===== src/common/lt_pkg.sv =====
/*
  Shared constants and types of the UART loopback link tester.
  The frame is fixed at 8E1 with one start bit, and the bit time is a
  whole number of clock cycles. Register offsets are byte addresses.
*/
package lt_pkg;

    localparam int NUM_LANES   = 4;
    localparam int BIT_CYCLES  = 16;
    localparam int FRAME_BITS  = 11;
    localparam int QUEUE_DEPTH = 2;

    // Register map
    localparam logic [7:0] REG_CTRL     = 8'h00;
    localparam logic [7:0] REG_SEED     = 8'h04;
    localparam logic [7:0] REG_ROUNDS   = 8'h08;
    localparam logic [7:0] REG_ERR_BASE = 8'h10;

    typedef logic [7:0]           byte_t;
    typedef logic [NUM_LANES-1:0] lane_mask_t;
    typedef logic [15:0]          count_t;
    typedef logic [7:0]           axil_addr_t;
    typedef logic [31:0]          axil_data_t;

    typedef enum logic [2:0] {
        TX_IDLE, TX_START, TX_DATA, TX_PARITY, TX_STOP
    } tx_state_t;

    typedef enum logic [2:0] {
        RX_IDLE, RX_START, RX_DATA, RX_PARITY, RX_STOP
    } rx_state_t;

endpackage


===== src/rtl/error_tally.sv =====
/*
  Saturating event counters for the link tester.
  One error count per lane, and one round count taken from lane 0,
  which stands for every lane since they all run in lockstep.
*/
`timescale 1ns/100ps

module error_tally (
    input  logic                                            clk,
    input  logic                                            rst,
    input  logic                                            clear,
    input  lt_pkg::lane_mask_t                              result_valid,
    input  lt_pkg::lane_mask_t                              result_err,
    output lt_pkg::count_t                                  rounds,
    output lt_pkg::count_t [lt_pkg::NUM_LANES-1:0]          err_count
);

    always_ff @(posedge clk) begin
        if (rst || clear) begin
            rounds    <= '0;
            err_count <= '0;
        end else begin
            if (result_valid[0] && rounds != '1) rounds <= rounds + 1'b1;
            for (int i = 0; i < lt_pkg::NUM_LANES; i++) begin
                if (result_valid[i] && result_err[i] && err_count[i] != '1) begin
                    err_count[i] <= err_count[i] + 1'b1;
                end
            end
        end
    end

endmodule


===== src/rtl/loopback_lane.sv =====
/*
  One loopback lane: transmits each issued byte, keeps it in a small
  expected queue and checks it against the byte received back.
  Every received frame gives one result pulse with at most one error.
*/
`timescale 1ns/100ps

module loopback_lane (
    input  logic          clk,
    input  logic          rst,
    input  logic          issue_valid,
    input  lt_pkg::byte_t issue_byte,
    output logic          ser_out,
    input  logic          ser_in,
    output logic          lane_ready,
    output logic          result_valid,
    output logic          result_err
);

    logic          tx_busy;
    lt_pkg::byte_t rx_data;
    logic          rx_done;
    logic          frame_err;
    lt_pkg::byte_t queue [lt_pkg::QUEUE_DEPTH];
    logic [$clog2(lt_pkg::QUEUE_DEPTH)-1:0]   wr_ptr;
    logic [$clog2(lt_pkg::QUEUE_DEPTH)-1:0]   rd_ptr;
    logic [$clog2(lt_pkg::QUEUE_DEPTH+1)-1:0] fill;
    logic          pop;

    uart_tx u_tx (
        .clk      (clk),
        .rst      (rst),
        .tx_start (issue_valid),
        .tx_data  (issue_byte),
        .line     (ser_out),
        .busy     (tx_busy)
    );

    uart_rx u_rx (
        .clk       (clk),
        .rst       (rst),
        .line      (ser_in),
        .rx_data   (rx_data),
        .done      (rx_done),
        .frame_err (frame_err)
    );

    assign lane_ready = !tx_busy && (fill < lt_pkg::QUEUE_DEPTH);
    assign pop        = rx_done && (fill != '0);

    always_ff @(posedge clk) begin
        if (issue_valid) queue[wr_ptr] <= issue_byte;
    end

    always_ff @(posedge clk) begin
        if (rst) begin
            wr_ptr       <= '0;
            rd_ptr       <= '0;
            fill         <= '0;
            result_valid <= 1'b0;
        end else begin
            result_valid <= rx_done;
            if (issue_valid) begin
                wr_ptr <= (wr_ptr == lt_pkg::QUEUE_DEPTH - 1) ? '0 : wr_ptr + 1'b1;
            end
            if (pop) begin
                rd_ptr <= (rd_ptr == lt_pkg::QUEUE_DEPTH - 1) ? '0 : rd_ptr + 1'b1;
            end
            if (issue_valid && !pop) fill <= fill + 1'b1;
            else if (pop && !issue_valid) fill <= fill - 1'b1;
        end
    end

    // A frame with nothing expected still counts as a single error
    always_ff @(posedge clk) begin
        if (rx_done) begin
            result_err <= frame_err || (fill == '0) || (rx_data != queue[rd_ptr]);
        end
    end

    a_rx_with_expected: assert property (@(posedge clk) disable iff (rst)
        rx_done |-> fill != '0);

endmodule


===== src/rtl/lt_regs.sv =====
/*
  AXI4-Lite register slave of the link tester.
  A write needs AW and W together and all strobes set. One outstanding
  write and one outstanding read at most; every response is OKAY.
  Unmapped reads return zero, unmapped writes are dropped.
*/
`timescale 1ns/100ps

module lt_regs (
    input  logic                                   clk,
    input  logic                                   rst,
    input  lt_pkg::axil_addr_t                     aw_addr,
    input  logic                                   aw_valid,
    output logic                                   aw_ready,
    input  lt_pkg::axil_data_t                     w_data,
    input  logic                                   w_valid,
    output logic                                   w_ready,
    output logic [1:0]                             b_resp,
    output logic                                   b_valid,
    input  logic                                   b_ready,
    input  lt_pkg::axil_addr_t                     ar_addr,
    input  logic                                   ar_valid,
    output logic                                   ar_ready,
    output lt_pkg::axil_data_t                     r_data,
    output logic [1:0]                             r_resp,
    output logic                                   r_valid,
    input  logic                                   r_ready,
    input  lt_pkg::count_t                         rounds,
    input  lt_pkg::count_t [lt_pkg::NUM_LANES-1:0] err_count,
    output logic                                   run,
    output lt_pkg::byte_t                          seed,
    output logic                                   clear
);

    logic               wr_en;
    logic               rd_en;
    lt_pkg::axil_data_t rd_word;

    // Each data channel waits for its partner so both beats move together
    assign aw_ready = !b_valid && w_valid;
    assign w_ready  = !b_valid && aw_valid;
    assign ar_ready = !r_valid;
    assign wr_en    = aw_valid && w_valid && !b_valid;
    assign rd_en    = ar_valid && ar_ready;
    assign b_resp   = 2'b00;
    assign r_resp   = 2'b00;

    always_ff @(posedge clk) begin
        if (rst) begin
            run     <= 1'b0;
            seed    <= '0;
            clear   <= 1'b0;
            b_valid <= 1'b0;
        end else begin
            clear <= 1'b0;
            if (wr_en) begin
                b_valid <= 1'b1;
                if (aw_addr == lt_pkg::REG_CTRL) begin
                    run   <= w_data[0];
                    clear <= w_data[1];
                end else if (aw_addr == lt_pkg::REG_SEED) begin
                    seed <= w_data[7:0];
                end
            end else if (b_ready) begin
                b_valid <= 1'b0;
            end
        end
    end

    always_comb begin
        rd_word = '0;
        if (ar_addr == lt_pkg::REG_CTRL) begin
            rd_word = {31'd0, run};
        end else if (ar_addr == lt_pkg::REG_SEED) begin
            rd_word = {24'd0, seed};
        end else if (ar_addr == lt_pkg::REG_ROUNDS) begin
            rd_word = {16'd0, rounds};
        end
        for (int i = 0; i < lt_pkg::NUM_LANES; i++) begin
            if (ar_addr == lt_pkg::REG_ERR_BASE + 8'(4 * i)) begin
                rd_word = {16'd0, err_count[i]};
            end
        end
    end

    always_ff @(posedge clk) begin
        if (rst) begin
            r_valid <= 1'b0;
        end else if (rd_en) begin
            r_valid <= 1'b1;
        end else if (r_ready) begin
            r_valid <= 1'b0;
        end
    end

    // Read data is captured once and held until the beat completes
    always_ff @(posedge clk) begin
        if (rd_en) r_data <= rd_word;
    end

endmodule


===== src/rtl/pattern_gen.sv =====
/*
  Byte sequence source shared by all lanes.
  The sequence restarts at seed on every rising run and counts up by one
  per issue. A byte goes out only in a cycle where every lane is ready.
*/
`timescale 1ns/100ps

module pattern_gen (
    input  logic               clk,
    input  logic               rst,
    input  logic               run,
    input  lt_pkg::byte_t      seed,
    input  lt_pkg::lane_mask_t lane_ready,
    output logic               issue_valid,
    output lt_pkg::byte_t      issue_byte
);

    logic          run_q;
    lt_pkg::byte_t next_byte;

    // The rising-run cycle only loads the seed, issuing starts one cycle later
    assign issue_valid = run && run_q && (&lane_ready);
    assign issue_byte  = next_byte;

    always_ff @(posedge clk) begin
        if (rst) begin
            run_q <= 1'b0;
        end else begin
            run_q <= run;
        end
    end

    always_ff @(posedge clk) begin
        if (run && !run_q) begin
            next_byte <= seed;
        end else if (issue_valid) begin
            next_byte <= next_byte + 8'd1;
        end
    end

endmodule


===== src/rtl/uart_link_tester.sv =====
/*
  Multi-lane UART loopback link tester.
  Each ser_out must be looped back to the ser_in of the same lane
  outside this block. Control and status go through AXI4-Lite.
*/
`timescale 1ns/100ps

module uart_link_tester (
    input  logic               clk,
    input  logic               rst,
    input  lt_pkg::axil_addr_t aw_addr,
    input  logic               aw_valid,
    output logic               aw_ready,
    input  lt_pkg::axil_data_t w_data,
    input  logic               w_valid,
    output logic               w_ready,
    output logic [1:0]         b_resp,
    output logic               b_valid,
    input  logic               b_ready,
    input  lt_pkg::axil_addr_t ar_addr,
    input  logic               ar_valid,
    output logic               ar_ready,
    output lt_pkg::axil_data_t r_data,
    output logic [1:0]         r_resp,
    output logic               r_valid,
    input  logic               r_ready,
    output lt_pkg::lane_mask_t ser_out,
    input  lt_pkg::lane_mask_t ser_in
);

    logic                                   run;
    lt_pkg::byte_t                          seed;
    logic                                   clear;
    logic                                   issue_valid;
    lt_pkg::byte_t                          issue_byte;
    lt_pkg::lane_mask_t                     lane_ready;
    lt_pkg::lane_mask_t                     result_valid;
    lt_pkg::lane_mask_t                     result_err;
    lt_pkg::count_t                         rounds;
    lt_pkg::count_t [lt_pkg::NUM_LANES-1:0] err_count;

    lt_regs u_regs (
        .clk       (clk),       .rst      (rst),
        .aw_addr   (aw_addr),   .aw_valid (aw_valid), .aw_ready (aw_ready),
        .w_data    (w_data),    .w_valid  (w_valid),  .w_ready  (w_ready),
        .b_resp    (b_resp),    .b_valid  (b_valid),  .b_ready  (b_ready),
        .ar_addr   (ar_addr),   .ar_valid (ar_valid), .ar_ready (ar_ready),
        .r_data    (r_data),    .r_resp   (r_resp),   .r_valid  (r_valid),
        .r_ready   (r_ready),   .rounds   (rounds),   .err_count (err_count),
        .run       (run),       .seed     (seed),     .clear    (clear)
    );

    pattern_gen u_gen (
        .clk         (clk),
        .rst         (rst),
        .run         (run),
        .seed        (seed),
        .lane_ready  (lane_ready),
        .issue_valid (issue_valid),
        .issue_byte  (issue_byte)
    );

    for (genvar i = 0; i < lt_pkg::NUM_LANES; i++) begin : g_lane
        loopback_lane u_lane (
            .clk          (clk),
            .rst          (rst),
            .issue_valid  (issue_valid),
            .issue_byte   (issue_byte),
            .ser_out      (ser_out[i]),
            .ser_in       (ser_in[i]),
            .lane_ready   (lane_ready[i]),
            .result_valid (result_valid[i]),
            .result_err   (result_err[i])
        );
    end

    error_tally u_tally (
        .clk          (clk),
        .rst          (rst),
        .clear        (clear),
        .result_valid (result_valid),
        .result_err   (result_err),
        .rounds       (rounds),
        .err_count    (err_count)
    );

endmodule


===== src/uart/uart_rx.sv =====
/*
  UART receiver for 8E1 frames with mid-bit sampling.
  The line passes a two-flop synchronizer, so done trails the stop-bit
  centre by two clocks. A short start pulse is dropped as a glitch.
  frame_err flags a parity mismatch or a low stop bit.
*/
`timescale 1ns/100ps

module uart_rx (
    input  logic          clk,
    input  logic          rst,
    input  logic          line,
    output lt_pkg::byte_t rx_data,
    output logic          done,
    output logic          frame_err
);

    lt_pkg::rx_state_t state;
    logic [$clog2(lt_pkg::BIT_CYCLES)-1:0] cnt;
    logic [2:0]    idx;
    logic          sync1;
    logic          sync2;
    logic          sync_prev;
    lt_pkg::byte_t shreg;
    logic          par;
    logic          sample;

    assign rx_data = shreg;
    assign sample  = (cnt == lt_pkg::BIT_CYCLES - 1);

    always_ff @(posedge clk) begin
        if (rst) begin
            sync1     <= 1'b1;
            sync2     <= 1'b1;
            sync_prev <= 1'b1;
        end else begin
            sync1     <= line;
            sync2     <= sync1;
            sync_prev <= sync2;
        end
    end

    always_ff @(posedge clk) begin
        if (rst) begin
            state     <= lt_pkg::RX_IDLE;
            cnt       <= '0;
            idx       <= '0;
            done      <= 1'b0;
            frame_err <= 1'b0;
        end else begin
            done <= 1'b0;
            cnt  <= cnt + 1'b1;
            case (state)
                lt_pkg::RX_IDLE: begin
                    cnt <= '0;
                    if (sync_prev && !sync2) state <= lt_pkg::RX_START;
                end
                lt_pkg::RX_START: begin
                    // Half a bit in, re-align the counter to the bit centre
                    if (cnt == lt_pkg::BIT_CYCLES / 2 - 1) begin
                        cnt   <= '0;
                        idx   <= '0;
                        state <= sync2 ? lt_pkg::RX_IDLE : lt_pkg::RX_DATA;
                    end
                end
                lt_pkg::RX_DATA: begin
                    if (sample) begin
                        shreg <= {sync2, shreg[7:1]};
                        idx   <= idx + 1'b1;
                        if (idx == 3'd7) state <= lt_pkg::RX_PARITY;
                    end
                end
                lt_pkg::RX_PARITY: begin
                    if (sample) begin
                        par   <= sync2;
                        state <= lt_pkg::RX_STOP;
                    end
                end
                default: begin
                    if (sample) begin
                        done      <= 1'b1;
                        frame_err <= (^shreg ^ par) | !sync2;
                        state     <= lt_pkg::RX_IDLE;
                    end
                end
            endcase
        end
    end

endmodule


===== src/uart/uart_tx.sv =====
/*
  UART transmitter for one 8E1 frame, LSB first.
  tx_start is only honoured while idle; the line falls on the next cycle.
  busy stays high for FRAME_BITS bit times and drops after the stop bit.
*/
`timescale 1ns/100ps

module uart_tx (
    input  logic          clk,
    input  logic          rst,
    input  logic          tx_start,
    input  lt_pkg::byte_t tx_data,
    output logic          line,
    output logic          busy
);

    lt_pkg::tx_state_t state;
    logic [$clog2(lt_pkg::BIT_CYCLES)-1:0] cnt;
    logic [2:0]    idx;
    lt_pkg::byte_t shreg;
    logic          par;
    logic          bit_end;

    assign bit_end = (cnt == lt_pkg::BIT_CYCLES - 1);
    assign busy    = (state != lt_pkg::TX_IDLE);

    always_ff @(posedge clk) begin
        if (rst) begin
            state <= lt_pkg::TX_IDLE;
            cnt   <= '0;
            idx   <= '0;
            line  <= 1'b1;
        end else if (state == lt_pkg::TX_IDLE) begin
            if (tx_start) begin
                state <= lt_pkg::TX_START;
                cnt   <= '0;
                line  <= 1'b0;
            end
        end else if (!bit_end) begin
            cnt <= cnt + 1'b1;
        end else begin
            cnt <= '0;
            case (state)
                lt_pkg::TX_START: begin
                    state <= lt_pkg::TX_DATA;
                    idx   <= '0;
                    line  <= shreg[0];
                end
                lt_pkg::TX_DATA: begin
                    if (idx == 3'd7) begin
                        state <= lt_pkg::TX_PARITY;
                        line  <= par;
                    end else begin
                        idx  <= idx + 1'b1;
                        line <= shreg[0];
                    end
                end
                lt_pkg::TX_PARITY: begin
                    state <= lt_pkg::TX_STOP;
                    line  <= 1'b1;
                end
                default: state <= lt_pkg::TX_IDLE;
            endcase
        end
    end

    // Shift register always presents the next data bit in bit 0
    always_ff @(posedge clk) begin
        if (state == lt_pkg::TX_IDLE && tx_start) begin
            shreg <= tx_data;
            par   <= ^tx_data;
        end else if (bit_end && (state == lt_pkg::TX_START || state == lt_pkg::TX_DATA)) begin
            shreg <= shreg >> 1;
        end
    end

    a_no_start_while_busy: assert property (@(posedge clk) disable iff (rst)
        tx_start |-> !busy);

endmodule


===== config.mk =====
export PLATFORM = sky130hd
export DESIGN_NAME = uart_link_tester
export DESIGN_NICKNAME = d
export VERILOG_FILES = /design/src/common/lt_pkg.sv /design/src/rtl/error_tally.sv /design/src/rtl/loopback_lane.sv /design/src/rtl/lt_regs.sv /design/src/rtl/pattern_gen.sv /design/src/rtl/uart_link_tester.sv /design/src/uart/uart_rx.sv /design/src/uart/uart_tx.sv
export SDC_FILE = /design/constraint.sdc
export NUM_CORES = 1
export LEC_CHECK = 0
export ABC_CLOCK_PERIOD_IN_PS = 3400
export BUFFER_PORTS_ARGS = -buffer_cell sky130_fd_sc_hd__buf_4
export CORE_UTILIZATION = 40
export DETAILED_ROUTE_END_ITERATION = 16
export GPL_TIMING_DRIVEN = 0
export PLACE_DENSITY_LB_ADDON = 0.15
export SLEW_MARGIN = 0
export SYNTH_ARGS = -nofsm -noshare
export SYNTH_HDL_FRONTEND = slang
export SYNTH_SLANG_ARGS = --single-unit

===== constraint.sdc =====
create_clock -name clk -period 3.4 [get_ports clk]
set_input_delay 0.17 -clock clk [delete_from_list [all_inputs] [get_ports clk]]
set_output_delay 0.17 -clock clk [all_outputs]
set_load 0.1 [all_outputs]

=== Yosys cells after proc, flatten, opt, wreduce, memory -nomap -nowiden ===
Memory sizes are Yosys's and may differ from the RTL's. A register that Yosys moved wholly into a read port is not among the register bits.
Index checks and enable logic that the tools add are counted.

* Multiplexer cells: 154
* Equality and inequality tests: 92
* $lt $le $gt $ge: 4
* Bitwise gates (word level): 19
* Reduce and logical (&&, ||, !) cells: 177
* $add $sub $neg: 38

{| class="wikitable"
|+ Operators with widths
! kind !! number
|-
| $mux W3 || 49
|-
| $mux W16 || 7
|-
| $add A16 B1 Y16 const B || 5
|-
| $mux W8 || 10
|-
| $ne A16 B16 Y1 const B || 5
|-
| $reduce_and A3 Y1 || 21
|-
| $ne A2 B2 Y1 const B || 27
|-
| $reduce_bool A2 Y1 || 27
|-
| $mux W4 || 13
|-
| $eq A3 B2 Y1 const B || 16
|-
| $pmux W3 S2 || 8
|-
| $pmux W3 S4 || 4
|-
| $logic_and A1 B1 Y1 || 45
|-
| $reduce_xor A8 Y1 || 5
|-
| $mux W1 || 39
|-
| $pmux W3 S3 || 4
|-
| $add A4 B1 Y4 const B || 8
|-
| $eq A4 B4 Y1 const B || 8
|-
| $eq A8 B5 Y1 const B || 4
|-
| $ne A8 B8 Y1 || 4
|-
| $pmux W4 S2 || 4
|-
| $add A3 B1 Y3 const B || 8
|-
| $eq A3 B1 Y1 const B || 8
|-
| $eq A3 B3 Y1 const B || 8
|-
| other kinds (29) || 147
|}

* Logic and storage cells: 586
* Memory bits (writable): 64
* Memories: 4
* Input port bits: 59
* Flip-flop bits (word level): 333
* Output and inout port bits: 45

{| class="wikitable"
|+ Memory list
! memory !! words !! width !! read ports !! clocked after Yosys merged registers in !! write ports !! RTL line !! source
|-
| g_lane[0].u_lane.queue || 2 || 8 || 1 || 1 || 1 || loopback_lane.sv:24 || <nowiki>lt_pkg::byte_t queue [lt_pkg::QUEUE_DEPTH];</nowiki>
|-
| g_lane[1].u_lane.queue || 2 || 8 || 1 || 1 || 1 || loopback_lane.sv:24 ||
|-
| g_lane[2].u_lane.queue || 2 || 8 || 1 || 1 || 1 || loopback_lane.sv:24 ||
|-
| g_lane[3].u_lane.queue || 2 || 8 || 1 || 1 || 1 || loopback_lane.sv:24 ||
|}

=== Logic depth before layout (Yosys ltp) ===
Gate-level depths: netlist (run 1).

* Depth in word-level cells: 9
* Mapped depth: 10
* Depth with buffers taken out: 8

=== Cells and area by module ===
Synthesis (run 1) repeated with hierarchy kept, for this count alone.

* Cells, all modules: 1798
* Area total of the unflattened synthesis: 18949.4 sq um

{| class="wikitable"
|+ Modules (own cells, without submodules)
! module !! seq. area each (sq um) !! cells each !! area an instance (sq um) !! times used
|-
| uart_tx || 490.5 || 103 || 1109.8 || 4
|-
| error_tally || 1601.5 || 488 || 4087.7 || 1
|-
| loopback_lane || 630.6 || 62 || 923.4 || 4
|-
| lt_regs || 720.7 || 232 || 2108.3 || 1
|-
| uart_rx (g_lane[2].u_lane.u_rx ...) || 570.5 || 92 || 1052.3 || 2
|-
| uart_rx (g_lane[0].u_lane.u_rx ...) || 570.5 || 92 || 1016.0 || 2
|-
| pattern_gen || 260.2 || 50 || 484.2 || 1
|}

=== Worst setup path before layout (run 1) ===
No wires, ideal clock.

* Path kind: flip-flop to flip-flop
* Start point: register g_lane[1].u_lane.fill[1] in the netlist's numbering
* End point: register g_lane[2].u_lane.fill[1] in the netlist's numbering
* Cell stages (with the launch flop): 8
* Path slack: 882 ps
* Clock period less this slack: 2518 ps
* Arrival: 2448 ps
* Path buffers: 0
* Library setup time: 70 ps
* Data required time: 3330 ps
* Cell sequence: dfxtp_1 or4b_1 nor4_4 nand3_1 inv_2 ha_1 or3_1 a21oi_1

* Longest elaborated chain between the ends: 7
* Elaborated cells between the ends (all ways): 9
* Classes of those cells: 1 x order compare; 1 x mux; 7 x reduce/logical

{| class="wikitable"
|+ Ends and longest elaborated chain
! element !! RTL line !! source
|-
| start, declared || loopback_lane.sv:27 || <nowiki>logic [$clog2(lt_pkg::QUEUE_DEPTH+1)-1:0] fill;</nowiki>
|-
| start signal, assigned || loopback_lane.sv:69 || <nowiki>if (issue_valid && !pop) fill <= fill + 1'b1;</nowiki>
|-
| start signal, assigned || loopback_lane.sv:70 || <nowiki>else if (pop && !issue_valid) fill <= fill - 1'b1;</nowiki>
|-
| $lt A2 B2 Y1 * || loopback_lane.sv:48 || <nowiki>assign lane_ready = !tx_busy && (fill < lt_pkg::QUEUE_DEPTH);</nowiki>
|-
| $logic_and A1 B1 Y1 * || loopback_lane.sv:48 ||
|-
| $reduce_and A4 Y1 * || pattern_gen.sv:22 || <nowiki>assign issue_valid = run && run_q && (&lane_ready);</nowiki>
|-
| $logic_and A1 B1 Y1 * || pattern_gen.sv:22 ||
|-
| named net g_lane[0].u_lane.issue_valid || loopback_lane.sv:11 || <nowiki>input logic issue_valid,</nowiki>
|-
| $logic_not A1 Y1 || loopback_lane.sv:70 ||
|-
| $logic_and A1 B1 Y1 || loopback_lane.sv:70 ||
|-
| $reduce_bool A2 Y1 (no source line) || n/a ||
|-
| end signal, assigned || loopback_lane.sv:69 ||
|-
| end signal, assigned || loopback_lane.sv:70 ||
|-
| end, declared || loopback_lane.sv:27 ||
|}

The timed path passes the listed nets; every way through them passes the cells marked *.
A chain may end at the register's enable or synchronous reset.

=== Final worst setup path (run 1) ===
* Start point: register u_regs.run
* End point: register g_lane[3].u_lane.fill[1] in the netlist's numbering

* Longest elaborated chain between the ends: 5
* Elaborated cells between the ends (all ways): 7
* Classes of those cells: 1 x mux; 6 x reduce/logical

{| class="wikitable"
|+ Ends and longest elaborated chain
! element !! RTL line !! source
|-
| start, declared || lt_regs.sv:30 || <nowiki>output logic run,</nowiki>
|-
| start signal, assigned || lt_regs.sv:59 || <nowiki>run <= w_data[0];</nowiki>
|-
| $logic_and A1 B1 Y1 * (2 in series) || pattern_gen.sv:22 ||
|-
| named net g_lane[0].u_lane.issue_valid || loopback_lane.sv:11 ||
|-
| $logic_not A1 Y1 || loopback_lane.sv:70 ||
|-
| $logic_and A1 B1 Y1 || loopback_lane.sv:70 ||
|-
| $reduce_bool A2 Y1 (no source line) || n/a ||
|-
| end signal, assigned || loopback_lane.sv:69 ||
|-
| end signal, assigned || loopback_lane.sv:70 ||
|-
| end, declared || loopback_lane.sv:27 ||
|}

Marks and branches as above.

==> results_dict.tcl, run 1 <==
set metrics [dict create \
    vdd_drop_max_mv 0.4202 \
    start_kind "register" \
    antenna_cells 0 \
    clkTransAtPathRegs_ns 0.06 \
    fin_crit_sh_pct 93.02 \
    drc 0 \
    muxShareOfSynthArea_pct 4.555 \
    drive_above_1_share_pct 10.18 \
    total_power_w 0.01036 \
    antenna_found_initial 0 \
    core.rowCount 76 \
    ys_types 70 \
    drv_cap 0 \
    min_period_ns 3.163 \
    ys_ff_latch 385 \
    rsz0062_at_grt "yes" \
    initial_utilization_pct 40.66 \
    leakage_nw 7.292 \
    chipHeight_um 211.5 \
    ys.flop_type "dfxtp_1" \
    overflow 0 \
    crit_type "register to register" \
    cp.arrival_ns 3.63 \
    cts_tree "yes" \
    tightest_slew_ns 1.165 \
    fin_nets 1956 \
    die_area_um2 44730 \
    drtIter0Drc 909 \
    met2_length_mm 21.23 \
    synth_area_leaders "edfxtp_1 (28%), dfxtp_1 (25%), xnor2_1 (4.1%)" \
    root_buffer "clkbuf_16" \
    gp_congestion 0.9492 \
    die_w_um 211.5 \
    dp_hpwl_mm 31.65 \
    wl_per_cell_um 17.83 \
    clk_latency_ns 0.57 \
    worst_setup_path_end_kind "register" \
    seq_area_frac_synth_pct 53.26 \
    synth_edf_count 164 \
    grt_max_degree 17 \
    final_cell_mix "dfxtp_1 (221), nor2_1 (192), edfxtp_1 (164), nand2_1 (160), xnor2_1 (83)" \
    drt_wl_total_mm 44.23 \
    syn_inst 1724 \
    hold_path_class "input port to register" \
    setup_viol 0 \
    core-area_um2 43170 \
    wl_met3_mm 1.762 \
    fmax_mhz 316.2 \
    yosysTopAreaCell "edfxtp_1" \
    wl_met1_mm 20.31 \
    track_usage_pct 19.88 \
    synth-adder-area-share_pct 2.566 \
    grt_pass1_vias 11990 \
    first_pass_iters 5 \
    vias_per_cell 5.260 \
    async_flop_share_pct 0 \
    post-place-ws_ns -0.02563 \
    antenna_left 0 \
    hold_viol 0 \
    synth_top_area_share_pct 28.05 \
    synthToLayoutAreaGrowth_pct 16.14 \
    outcome "complete, no violations" \
    grt_pass1_wl_mm 68.33 \
    fin_skew_ns 0.02350 \
    fin_area_um2 20390 \
    dpl_cell_area_um2 18810 \
    synth_xor_area_share_pct 7.691 \
    fillCellCount 4098 \
    syn_area_um2 17550 \
    yosysWarningCount 0 \
    cts_buffer_depth 3 \
    cts_sinks 385 \
    power_density_nw_per_um2 508.0 \
    cp_max_fo 12 \
    io_pins 104 \
    synth_compound_area_share_pct 9.729 \
    route.vias.total 13050 \
    numPortBuffers 56 \
    highest_layer "met4" \
    htreeDepth 2 \
    yosys.area_share.simple_pct 18.90 \
    final_common_cell "dfxtp_1" \
    finalMaxSlewViolations 0 \
    whs_ns 0.05589 \
    slew_headroom_pct 21.27 \
    avgSynthCellArea_um2 10.18 \
    critical_path_required_ns 3.87 \
    worst_slack_ns 0.2373 \
    synth_top_family_by_area "simple AND/OR/NAND/NOR gates" \
    cts_buffers 43 \
]
==> power by group <==
group / internal [W] / total [W] / switching, W
Combinational: 0.000226 / 0.000797 / 0.000571
Sequential: 0.00484 / 0.00489 / 0.0000426
Clock: 0.00277 / 0.00467 / 0.00190
==> cell usage after synthesis (8+ instances only) <==
cell / instances
o22ai_1: 15
nor2_1: 192
or3_1: 22
nand3_1: 65
xnor2_1: 83
xor2_1: 66
nor3b_1: 9
nand4_1: 31
and3_1: 17
nand2_1: 160
and2_1: 16
a21oi_1: 80
ha_1: 36
o21ai_0: 59
a22oi_1: 18
dfxtp_1: 221
nor2b_1: 23
nor4_1: 22
o2111ai_1: 9
buf_1: 8
nor3_1: 50
clkbuf_1: 59
nand2b_1: 15
nand3b_1: 8
edfxtp_1: 164
buf_4: 24
mux2_2: 9
or4_1: 8
a211oi_1: 16
or2_2: 20
a31oi_1: 15
and4_1: 10
inv_1: 32
a311oi_1: 9
mux2i_1: 63
==> what timing repair did <==
item	CTS	global route
hold endpoints to repair	16	0
hold buffers	16	0
buffers inserted	0	0
setup endpoints to repair	4	12
gates cloned	0	0
gates resized for setup	1	0
==> critical path, stage by stage, from the launching register on <==
cell and delay, ns:
dfxtp_1 0.50, or4b_1 0.61, nor4_4 0.43, nand3_2 0.33
inv_2 0.37, ha_1 0.33, or3_1 0.36, a21oi_1 0.15
==> cell families after synthesis <==
logic type               after synthesis
other                                  1
adder cells (fa/ha/maj)               36
multiplexers                          75
flip-flops                           385
AO/OA/AOI/OAI                        269
XOR/XNOR                             151
buffers and inverters                128
AND/OR/NAND/NOR                      679
==> layout make-up <==
cell class                      instances  area [um^2]  area share, %
Clock buffer                           57         1190          5.836
Timing Repair Buffer                   73        588.1          2.884
Sequential cell                       385         9349          45.85
Inverter                               33        123.9         0.6075
Tap cell                              585        732.0          3.590
Clock inverter                         23        227.7          1.117
Buffer                                 95        451.7          2.215
Multi-Input combinational cell       1230         7726          37.90
==> flip-flops by register name, summed over array words and instances (netlist names), 8 cells and up, named ones only <==
register / cells
g_lane.u_lane.queue: 64
g_lane.u_lane.fill: 8
u_tally.err_count: 64
u_regs.r_data: 16
g_lane.u_lane.u_tx.state: 12
u_regs.seed: 8
g_lane.u_lane.u_tx.cnt: 16
g_lane.u_lane.u_tx.shreg: 32
g_lane.u_lane.u_rx.cnt: 16
u_tally.rounds: 16
g_lane.u_lane.u_rx.idx: 12
g_lane.u_lane.u_rx.state: 12
g_lane.u_lane.u_rx.rx_data: 32
u_gen.issue_byte: 8
g_lane.u_lane.u_tx.idx: 12
==> final timing paths <==
check | startpoint | end | slack [ns] | depth (start not counted)
max | u_regs.run$_SDFFE_PP0P_ | g_lane[3].u_lane.fill[1]$_SDFFE_PP0P_ | 0.24 | 7
min | aw_addr[2] | u_regs.clear$_SDFF_PP0_ | 0.06 | 3
max reg2reg | u_regs.run$_SDFFE_PP0P_ | g_lane[3].u_lane.fill[1]$_SDFFE_PP0P_ | 0.24 | 7
min reg2reg | g_lane[0].u_lane.u_rx.sync1$_SDFF_PP1_ | g_lane[0].u_lane.u_rx.sync2$_SDFF_PP1_ | 0.41 | 1
==> layer usage <==
metal	vias up	GRT usage (%)
met5	-	0
met4	0	6.372
met1	6253	26.14
met3	58	2.596
li1	6463	-
met2	277	33.80
==> stage by stage <==
step,setup TNS [ns],instances,util (%)
global route,-0.07675,2481,47.23
global placement,-0.009906,2384,43.50
finish,0,2481,47.23
floorplan,0,1743,-
CTS,0,2481,47.23
detailed placement,-0.06700,2385,43.56
Power figures use the tool's default switching activity.
==> inputs of run 2 (changes only) <==
--- a/config.mk
+++ b/config.mk
@@ -5,9 +5,11 @@
 export SDC_FILE = /design/constraint.sdc
 export NUM_CORES = 1
 export LEC_CHECK = 0
-export ABC_CLOCK_PERIOD_IN_PS = 3400
+export ABC_CLOCK_PERIOD_IN_PS = 2800
 export BUFFER_PORTS_ARGS = -buffer_cell sky130_fd_sc_hd__buf_4
+export CORE_MARGIN = 5
 export CORE_UTILIZATION = 40
+export CTS_CLUSTER_SIZE = 24
 export DETAILED_ROUTE_END_ITERATION = 16
 export GPL_TIMING_DRIVEN = 0
 export PLACE_DENSITY_LB_ADDON = 0.15
==> constraint.sdc (replaced) <==
create_clock -name clk -period 2.8 [get_ports clk]
set_input_delay 0.14 -clock clk [delete_from_list [all_inputs] [get_ports clk]]
set_output_delay 0.14 -clock clk [all_outputs]
set_load 0.1 [all_outputs]
==> run 2 against run 1 <==
Net effect:
- maximum frequency grew 16%
- final area increased by 0.90%
- clock skew increased by 0.0072 ns
- critical path depth unchanged
- clock power increased by 26%
- routed wire length rose by 1.6%
- core utilization is 0.32 points higher
- non-clock buffer count up 6
- sequential share of layout area down 0.41 points
==> results_dict.tcl, run 2 (synthesis results as in run 1) <==
set metrics [dict create \
    outcome "complete, no violations" \
    r2r_setup_slack_ns 0.07 \
    antenna_cells 0 \
    route.vias.total 13020 \
    switching_share_pct 24.19 \
    r2r_cells 7 \
    grt_pass1_vias 12800 \
    multiInputGateArea_um2 7781 \
    slew_headroom_pct 21.95 \
    drt_wl_total_mm 44.95 \
    whs_endpoint "u_regs.r_data[11]$_DFFE_PP_" \
    initial_utilization_pct 40.57 \
    tightest_slew_ns 1.171 \
    dp_hpwl_mm 31.95 \
    core-area_um2 43270 \
    drtIter0Drc 896 \
    die_area_um2 48180 \
    hold_viol 0 \
    grt_pass1_wl_mm 70.73 \
    clk_latency_ns 0.58 \
    core.rowCount 76 \
    instances_no_fill 2489 \
    cts_tree "yes" \
    rsz0062_at_grt "no" \
    leakage_nw 7.360 \
    fmax_mhz 366.8 \
    vias_per_cell 5.233 \
    r2r_start "u_regs.run$_SDFFE_PP0P_" \
    antenna_found_initial 0 \
    cts_sinks 385 \
    dp.cells 2386 \
    setup_viol 0 \
    vdd_drop_max_mv 0.4886 \
    drive_above_1_share_pct 11.29 \
    critical_path_required_ns 3.28 \
    top_regs "g_lane.u_lane.queue (64), u_tally.err_count (64)" \
    p_comb_share_pct 7.7 \
    fin_crit_sh_pct 97.36 \
    antenna_left 0 \
    fillCellCount 4106 \
    track_usage_pct 18.62 \
    p_seq_share_pct 46.4 \
    wl_per_cell_um 18.06 \
    first_pass_iters 5 \
    crit_type "register to register" \
    hold_path_class "input port to register" \
    numPortBuffers 56 \
    cts_buffers 44 \
    cp_max_fo 12 \
    total_power_w 0.01280 \
    fin_area_um2 20570 \
    die_w_um 219.5 \
    whs_path_depth 3 \
    htreeDepth 2 \
    cts_buffer_depth 3 \
    worst_setup_path_end_kind "register" \
    setup_tns_ns 0 \
    gp_congestion 0.8746 \
    p_sw_w 0.003097 \
    final_cell_mix "dfxtp_1 (221), nor2_1 (188), edfxtp_1 (164), nand2_1 (155), buf_4 (85)" \
    final_common_cell "dfxtp_1" \
    p_int_w 0.009708 \
    timing.rr.end "g_lane[0].u_lane.fill[1]$_SDFFE_PP0P_" \
    start_kind "register" \
    cp.arrival_ns 3.20 \
    grt_max_degree 17 \
    chipHeight_um 219.5 \
    pwr-share-clk_pct 46.0 \
    fin_nets 1963 \
    power_density_nw_per_um2 622.4 \
    io_pins 104 \
    root_buffer "clkbuf_16" \
    overflow 0 \
    whs_ns 0.06659 \
    synthToLayoutAreaGrowth_pct 17.19 \
    min_period_ns 2.726 \
    clkTransAtPathRegs_ns 0.06 \
    fin_skew_ns 0.03066 \
    drc 0 \
    hp-start "ar_addr[5]" \
    drv_cap 0 \
    regArea_um2 9349 \
    dpl_cell_area_um2 18810 \
    finalMaxSlewViolations 0 \
]
-- run 2: cell types whose count changed in the layout (fill, tap and decap cells not counted), moves of 3 or more --
cell / previous run / this run
nand2_2: 0 / 3
nand2_1: 160 / 155
nor2_1: 192 / 188
clkbuf_16: 44 / 47
buf_4: 81 / 85
clkinv_1: 7 / 3
inv_6: 1 / 4
nor2_2: 0 / 4
-- run 2: worst max path at each step --
stage | from | to | cells after the start
final | u_regs.run$_SDFFE_PP0P_ | g_lane[0].u_lane.fill[1]$_SDFFE_PP0P_ | 7
after global routing | u_regs.run$_SDFFE_PP0P_ | g_lane[2].u_lane.fill[1]$_SDFFE_PP0P_ | 7
after CTS | u_regs.run$_SDFFE_PP0P_ | g_lane[0].u_lane.queue[0][6]$_DFFE_PP_ | 5
after detailed placement | u_regs.run$_SDFFE_PP0P_ | g_lane[2].u_lane.fill[1]$_SDFFE_PP0P_ | 7
after global placement | u_regs.run$_SDFFE_PP0P_ | g_lane[2].u_lane.fill[1]$_SDFFE_PP0P_ | 7
after floorplan | g_lane[1].u_lane.fill[1]$_SDFFE_PP0P_ | g_lane[2].u_lane.fill[1]$_SDFFE_PP0P_ | 7
-- run 2: worst max-delay path, stage by stage, from the launching register on --
cell and delay, ns:
dfxtp_1 0.50, or4b_4 0.58, nor4_4 0.40, nand3_4 0.15
inv_6 0.19, ha_1 0.29, or3_1 0.36, a21oi_1 0.14
-- run 2: power by group through the flow --
stage / logic [W] / registers [W] / clock network, W
3_5_place_dp: 0.000957 / 0.00605 / 0
4_1_cts: 0.000984 / 0.00593 / 0.00605
3_3_place_gp: 0.000945 / 0.00605 / 0
5_1_grt: 0.00106 / 0.00594 / 0.00632
6_report: 0.000980 / 0.00593 / 0.00589
2_1_floorplan: 0.000631 / 0.00614 / 0
-- run 2: cell type report --
cell class,instances,share of cell area (%)
sequential,385,45.44
inverter,33,0.6264
timing repair buffer,79,3.102
buffer,95,2.232
tap,585,3.558
clock buffer,62,6.185
multi-input combinational,1230,37.82
clock inverter,20,1.028
-- run 2: metrics by stage --
step	utilization, %	worst slack, ns
6_report	47.55	0.07390
5_1_grt	47.55	0.004027
4_1_cts	47.48	0.0005491
3_5_place_dp	43.48	-0.7074
3_3_place_gp	43.40	-0.6986
2_1_floorplan	-	0.2819
-- run 2: what timing repair did --
item,CTS,global route
hold buffers,18,0
resized for setup,15,7
hold endpoints to repair,16,0
buffers inserted,3,0
pin swaps,1,1
endpoints found under the setup margin,121,82
-- run 2: per-layer routing --
metal / up-vias / part of all wire, % / GRT usage (%)
met1: 6180 / 44 / 23.72
li1: 6462 / - / -
met3: 86 / 4.8 / 3.352
met5: - / 0 / 0
met4: 0 / 3.1 / 6.803
met2: 296 / 48 / 31.77
